--- config.mk ---
export PLATFORM = sky130hd
export DESIGN_NAME = read_arbiter
export DESIGN_NICKNAME = d
export VERILOG_FILES = /design/src/mem_pkg.sv /design/src/read_arbiter.sv
export SDC_FILE = /design/constraint.sdc
export NUM_CORES = 1
export LEC_CHECK = 0
export ABC_AREA = 1
export BUFFER_PORTS_ARGS = -buffer_cell sky130_fd_sc_hd__buf_2
export CORE_AREA = 2 2 109 111
export DETAILED_ROUTE_END_ITERATION = 7
export DIE_AREA = 0 0 111 113
export PLACE_DENSITY_LB_ADDON = 0.12
export SYNTH_ARGS = -nofsm -noshare
export SYNTH_HDL_FRONTEND = slang
export SYNTH_SLANG_ARGS = --single-unit
--- constraint.sdc ---
create_clock -name clock -period 5.8 [get_ports clock]
set_input_delay 0 -clock clock [delete_from_list [all_inputs] [get_ports clock]]
set_output_delay 0 -clock clock [all_outputs]
set_load 0.02 [all_outputs]
--- src/mem_pkg.sv ---
package mem_pkg;

  localparam int addr_w = 32;
  localparam int data_w = 32;
  localparam int id_w   = 4;

  localparam logic [1:0] burst_fixed = 2'd0;
  localparam logic [1:0] burst_incr  = 2'd1;

  localparam logic [1:0] resp_okay   = 2'd0;
  localparam logic [1:0] resp_slverr = 2'd2;

  localparam logic [2:0] size_word = 3'd2; // 4 bytes per beat

  localparam int ram_words   = 1024;
  localparam int ram_idx_w   = $clog2(ram_words);
  localparam int ram_latency = 3; // ar handshake to first beat
  localparam int lat_w       = $clog2(ram_latency + 1);

  typedef struct packed {
    logic [addr_w-1:0] addr;
    logic [id_w-1:0]   id;
    logic [7:0]        len;   // beats minus one
    logic [2:0]        size;
    logic [1:0]        burst;
  } ar_req_t;

  typedef struct packed {
    logic [data_w-1:0] data;
    logic [1:0]        resp;
    logic              last;
    logic [id_w-1:0]   id;
  } r_beat_t;

  // fill pattern of the memory, one word per index
  function automatic logic [data_w-1:0] ram_word_value(input logic [31:0] idx);
    logic [data_w-1:0] v;
    v = idx * 32'h9e37_79b1;
    return v ^ 32'h5a3c_c3a5;
  endfunction

endpackage

--- src/read_arbiter.sv ---
module read_arbiter (
  input  logic             clock,
  input  logic             reset,

  input  mem_pkg::ar_req_t ifu_ar,
  input  logic             ifu_arvalid,
  output logic             ifu_arready,
  output mem_pkg::r_beat_t ifu_r,
  output logic             ifu_rvalid,
  input  logic             ifu_rready,

  input  mem_pkg::ar_req_t lsu_ar,
  input  logic             lsu_arvalid,
  output logic             lsu_arready,
  output mem_pkg::r_beat_t lsu_r,
  output logic             lsu_rvalid,
  input  logic             lsu_rready,

  output mem_pkg::ar_req_t ram_ar,
  output logic             ram_arvalid,
  input  logic             ram_arready,
  input  mem_pkg::r_beat_t ram_r,
  input  logic             ram_rvalid,
  output logic             ram_rready
);
  import mem_pkg::*;

  typedef enum logic [2:0] {
    st_idle,
    st_ifu,
    st_lsu,
    st_hold_req,
    st_hold_resp
  } state_t;

  state_t  state;
  state_t  state_next;
  logic    held;      // ifu request waiting behind an lsu burst
  logic    held_next;
  ar_req_t held_req;
  logic    idle_hs;
  logic    both_req;
  logic    burst_done;

  assign idle_hs    = (state == st_idle) && ram_arready;
  assign both_req   = ifu_arvalid && lsu_arvalid;
  assign burst_done = ram_rvalid && ram_rready && ram_r.last;

  always_ff @(posedge clock) begin
    if (reset) begin
      state <= st_idle;
      held  <= 1'b0;
    end else begin
      state <= state_next;
      held  <= held_next;
    end
  end

  // whole ifu request, not just the address
  always_ff @(posedge clock) begin
    if (idle_hs && both_req) held_req <= ifu_ar;
  end

  always_comb begin
    state_next = state;
    held_next  = held;
    case (state)
      st_idle: begin
        if (ram_arready) begin
          if (both_req) begin
            state_next = st_lsu;
            held_next  = 1'b1;
          end else if (lsu_arvalid) begin
            state_next = st_lsu;
          end else if (ifu_arvalid) begin
            state_next = st_ifu;
          end
        end
      end
      st_ifu: begin
        if (burst_done) state_next = st_idle;
      end
      st_lsu: begin
        if (burst_done) state_next = held ? st_hold_req : st_idle;
      end
      st_hold_req: begin
        if (ram_arready) begin
          state_next = st_hold_resp;
          held_next  = 1'b0;
        end
      end
      st_hold_resp: begin
        if (burst_done) state_next = st_idle;
      end
      default: state_next = st_idle;
    endcase
  end

  assign ifu_arready = idle_hs;
  assign lsu_arready = idle_hs;

  always_comb begin
    ram_arvalid = 1'b0;
    ram_ar      = '0;
    case (state)
      st_idle: begin
        ram_arvalid = ifu_arvalid || lsu_arvalid;
        ram_ar      = lsu_arvalid ? lsu_ar : ifu_ar; // lsu first
      end
      st_hold_req: begin
        ram_arvalid = 1'b1;
        ram_ar      = held_req;
      end
      default: ;
    endcase
  end

  always_comb begin
    ram_rready = 1'b0;
    ifu_rvalid = 1'b0;
    lsu_rvalid = 1'b0;
    case (state)
      st_lsu: begin
        ram_rready = lsu_rready;
        lsu_rvalid = ram_rvalid;
      end
      st_ifu, st_hold_resp: begin
        ram_rready = ifu_rready;
        ifu_rvalid = ram_rvalid;
      end
      default: ;
    endcase
  end

  // beat payload fans out, only rvalid selects the master
  assign ifu_r = ram_r;
  assign lsu_r = ram_r;

endmodule

After elaboration in Yosys (flattened, before gate mapping)
Cells that the tools add are included.
{ "totals": {"reg_bits": 53, "in_bits": 145, "out_inout_bits": 133, "word_cells": 47} }
{ "classes": {"n_eq_ne": 10, "muxes": 19, "reduce_logical": 11} }
{ "ops": {"columns": ["op", "count"], "rows": [
  ["$pmux 49 s2", 1],
  ["$mux 49", 1],
  ["$mux 3", 7],
  ["$pmux 3 s4", 1],
  ["$ne 2x2->1 const B", 4],
  ["$eq 3x2->1 const B", 2],
  ["$pmux 1 s2", 3],
  ["$logic_and 1x1->1", 5],
  ["$mux 1", 5],
  ["$reduce_and 5->1", 1],
  ["$ne 4x4->1 const B", 1],
  ["$reduce_and 4->1", 1],
  ["$eq 3x1->1 const B", 1],
  ["$eq 3x3->1 const B", 1],
  ["$logic_not 3->1", 1],
  ["$mux 2", 1],
  ["$ne 2x1->1 const B", 1],
  ["$reduce_bool 2->1", 1],
  ["$reduce_or 2->1", 1],
  ["$logic_or 1x1->1", 1]
]} }

Depth between registers and ports, before layout
{ "depth": {"depth_word": 7, "depth_mapped": 9, "depth_no_buf": 9} }

Least setup slack after synthesis
Ideal clock, no wire load.
{ "synth_timing": {"path_kind": "register -> register", "from": "reg state[2]", "to": "reg held_req[0] in the netlist's numbering, enable pin", "setup_time_ns": 0.448, "arrival_time_ns": 2.642, "required_ns": 5.352, "slack_ns": 2.710, "stages_incl_launch_ff": 6, "n_path_buf": 0, "period_less_slack_ns": 3.090, "path_cell_list": "dfxtp_1 nor2_4 nand2_4 inv_2 nand2_2 nor3_2"} }
{ "synth_via": {"elab_chain_len": 3} }
{ "synth_rtl": {"columns": ["item", "line_no", "rtl"], "rows": [
  ["start, declared", "read_arbiter.sv:36", "state_t state;"],
  ["start signal, assigned", "read_arbiter.sv:51", "state <= st_idle;"],
  ["start signal, assigned", "read_arbiter.sv:54", "state <= state_next;"],
  ["$logic_not 3->1", "read_arbiter.sv:45", "assign idle_hs = (state == st_idle) && ram_arready;"],
  ["$logic_and 1x1->1", "read_arbiter.sv:45", null],
  ["$logic_and 1x1->1", "read_arbiter.sv:61", "if (idle_hs && both_req) held_req <= ifu_ar;"],
  ["end signal, assigned", "read_arbiter.sv:61", null],
  ["end, declared", "read_arbiter.sv:40", "ar_req_t held_req;"]
]} }
No other way between the ends.
A chain may end at the register's enable or synchronous reset.

Worst setup path in the final report
{ "layout_timing": {"from": "reg state[2]", "to": "reg held_req[15] in the netlist's numbering, enable pin"} }
Same word-level chain as after synthesis.

==> flow_summary.toml <==
[run_status]
outcome = "completed"

[clocking]
h-tree-depth = 2
cts_hold_buf = 51
root_buffer = "clkbuf_16"
cts_buffers = 5
clock_latency_ps = 290
post_cts_buffers = 0
clk_pin_slew_ps = 70
cts_tree = "done"
clkSinkCount = 53
cts_resized = 0
cts.path.max_buffers = 2

[yosys]
synth-seq-area-share = 0.459
ys_ff_latch = 53
ys_types = 21
synthTopCellsByArea = "edfxtp_1 44%, buf_4 18%, nand3_1 15%"
yosysTopAreaCellShare = 0.436
synth_top_area_cell = "edfxtp_1"
syn-num-nets = 548
yosysWarnings = 0
avgSynthCellArea_sq_um = 8.38
syn_inst = 403
syn_area_sq_um = 3380

[setup_path]
critPathArrivalTime_ps = 3030
reg2reg_to = "held_req[15]"
end_kind = "flop"
critical_path_required_ps = 5750
ff2ff_setup_slack_ps = 2720
crit_path_start_kind = "flop"
path_class = "flop to flop"
path_max_fanout = 51
r2r-start = "state[2]"
r2r.worst_path.cells = 6

[placement]
gp_congestion = 0.752
dp_hpwl_mm = 7.96
place_ws_ps = 2590
place_area_sq_um = 3700
numPortBuffers = 163

[sta]
rsz0062_at_grt = "false"
drv_slew = 0
setup_ws_ps = 2720
post-route-period-util = 0.532
worst_pin_slew_ps = 1030
relSlewSlack = 0.310
hold_violations = 0
setup_viol = 0
fmax_ghz = 0.324
min_period_ps = 3080
fin_skew_ps = 7.84
finalSetupTns_ps = 0

[power_and_ir_drop]
comb_power_share = 0.487
vdd_drop_max_mv = 0.131
seqPwrFrac = 0.314
p_leak_nw = 2.01
clockPowerShare = 0.199
p_per_area_nw_per_um2 = 347
switching_share = 0.431
internal-power_uw = 862
power.switching_uw = 652

[layout]
nFillCells = 1204
final_cell_mix = "163 x buf_2, 112 x nand2_1, 103 x nand3_1, 51 x dlygate4sd3_1, 49 x edfxtp_1"
drive_gt1_frac = 0.346
finalNetCount = 673
final_common_cell = "buf_2"
synthToLayoutAreaGrowth_pct = 29.1
num_antenna_cells = 0
finish.instance_area_sq_um = 4360

[worst_hold_path]
hold_end = "ifu_r[38]"
hp-class = "input pin to primary output"
holdCritStartpoint = "ram_r[38]"
whs_path_depth = 0

[route]
ant_nets = 0
vias = 3101
drt_first_iter_violations = 173
drt-total-wl_mm = 10.3
vias_per_cell = 4.61
drc_errors = 0
routedWlPerCell_microns = 15.4
firstDrtPassIters = 6

[floorplanning]
die_width_microns = 111
die_height_microns = 113
core_area_sq_um = 11300
die_area_sq_um = 12500
initial_core_util = 0.300
io_pins = 278
row_count = 39

[grt]
grtUsageTotal = 0.157
grt_pass1_wl_mm = 15.8
globalRouteOverflowTotal = 0
grt_max_degree = 52
antenna_found_initial = 0
grt_pass1_vias = 3100

[run]
cap_violations = 0
[per-stage QoR]
stage | util | hold slack [ps] | power (mW) | instances
4_1_cts | 0.387 | 0.200 | 1.54 | 672
2_1_floorplan | - | 89.4 | 1.06 | 403
5_1_grt | 0.387 | 0.157 | 1.62 | 672
6_report | 0.387 | 0.0221 | 1.51 | 672
3_3_place_gp | 0.328 | 0.200 | 1.21 | 613
3_5_place_dp | 0.328 | 0.200 | 1.21 | 613
[cell usage after synthesis (all sizes together)]
| cell | number |
|---|---|
| nand2 | 114 |
| nand3 | 103 |
| buf | 95 |
| edfxtp | 49 |
| inv | 15 |
| nor2 | 7 |
| a21oi | 6 |
| clkbuf | 4 |
| dfxtp | 4 |
| nor3 | 2 |
| o21ai | 2 |
| nand4 | 1 |
| o22ai | 1 |
[flip-flops by register name, summed over array words and instances, names as in the netlist]
signal    cells
held_req     49
state         3
held          1
[power groups by stage]
stage | logic, mW | registers [mW] | clock network (mW)
floorplan | 0.579 | 0.482 | 0
global placement | 0.723 | 0.483 | 0
detailed placement | 0.722 | 0.484 | 0
CTS | 0.751 | 0.476 | 0.314
global route | 0.811 | 0.479 | 0.331
finish | 0.737 | 0.476 | 0.301
[critical path: stages, from the launching register on]
cell,delay [ps]
dfxtp_1,390
nor2_4,180
nand2_4,70
inv_2,580
nand2_2,180
nor3_4,830
buf_4,490
[per-layer routing]
metal | share of wire | vias up | GRT usage
met1 | 0.37 | 1385 | 0.169
li1 | - | 1514 | -
met4 | 0.016 | 0 | 0.0475
met5 | 0 | - | 0.00392
met2 | 0.52 | 188 | 0.294
met3 | 0.094 | 14 | 0.0520
[how the worst max path moves through the flow]
stage | startpoint | to | slack (ps) | cells after the start
3_5_place_dp | state[2] | held_req[14] | 2590 | 6
2_1_floorplan | state[2] | held_req[0] | 2710 | 5
3_3_place_gp | state[2] | held_req[12] | 2710 | 6
4_1_cts | state[2] | held_req[15] | 2570 | 6
5_1_grt | state[2] | held | 2400 | 8
6_report | state[2] | held_req[15] | 2720 | 6
[area by class of cell]
class,count,area [sq um],share of cell area
tap,143,179,0.0410
clock inverter,3,25.0,0.00574
clock buffer,5,125,0.0287
inverter,15,56.3,0.0129
sequential,53,1550,0.356
timing repair buffer,217,1350,0.309
multi-input combinational,236,1080,0.247
[logic make-up (layout without fill, tap and decap cells)]
kind of cell | after synthesis | in the layout | share of synthesized area
AO/OA/AOI/OAI | 9 | 9 | 0.0148
AND/OR/NAND/NOR | 227 | 227 | 0.302
buffers and inverters | 114 | 240 | 0.224
flip-flops | 53 | 53 | 0.459
Power figures use the tool's default switching activity.
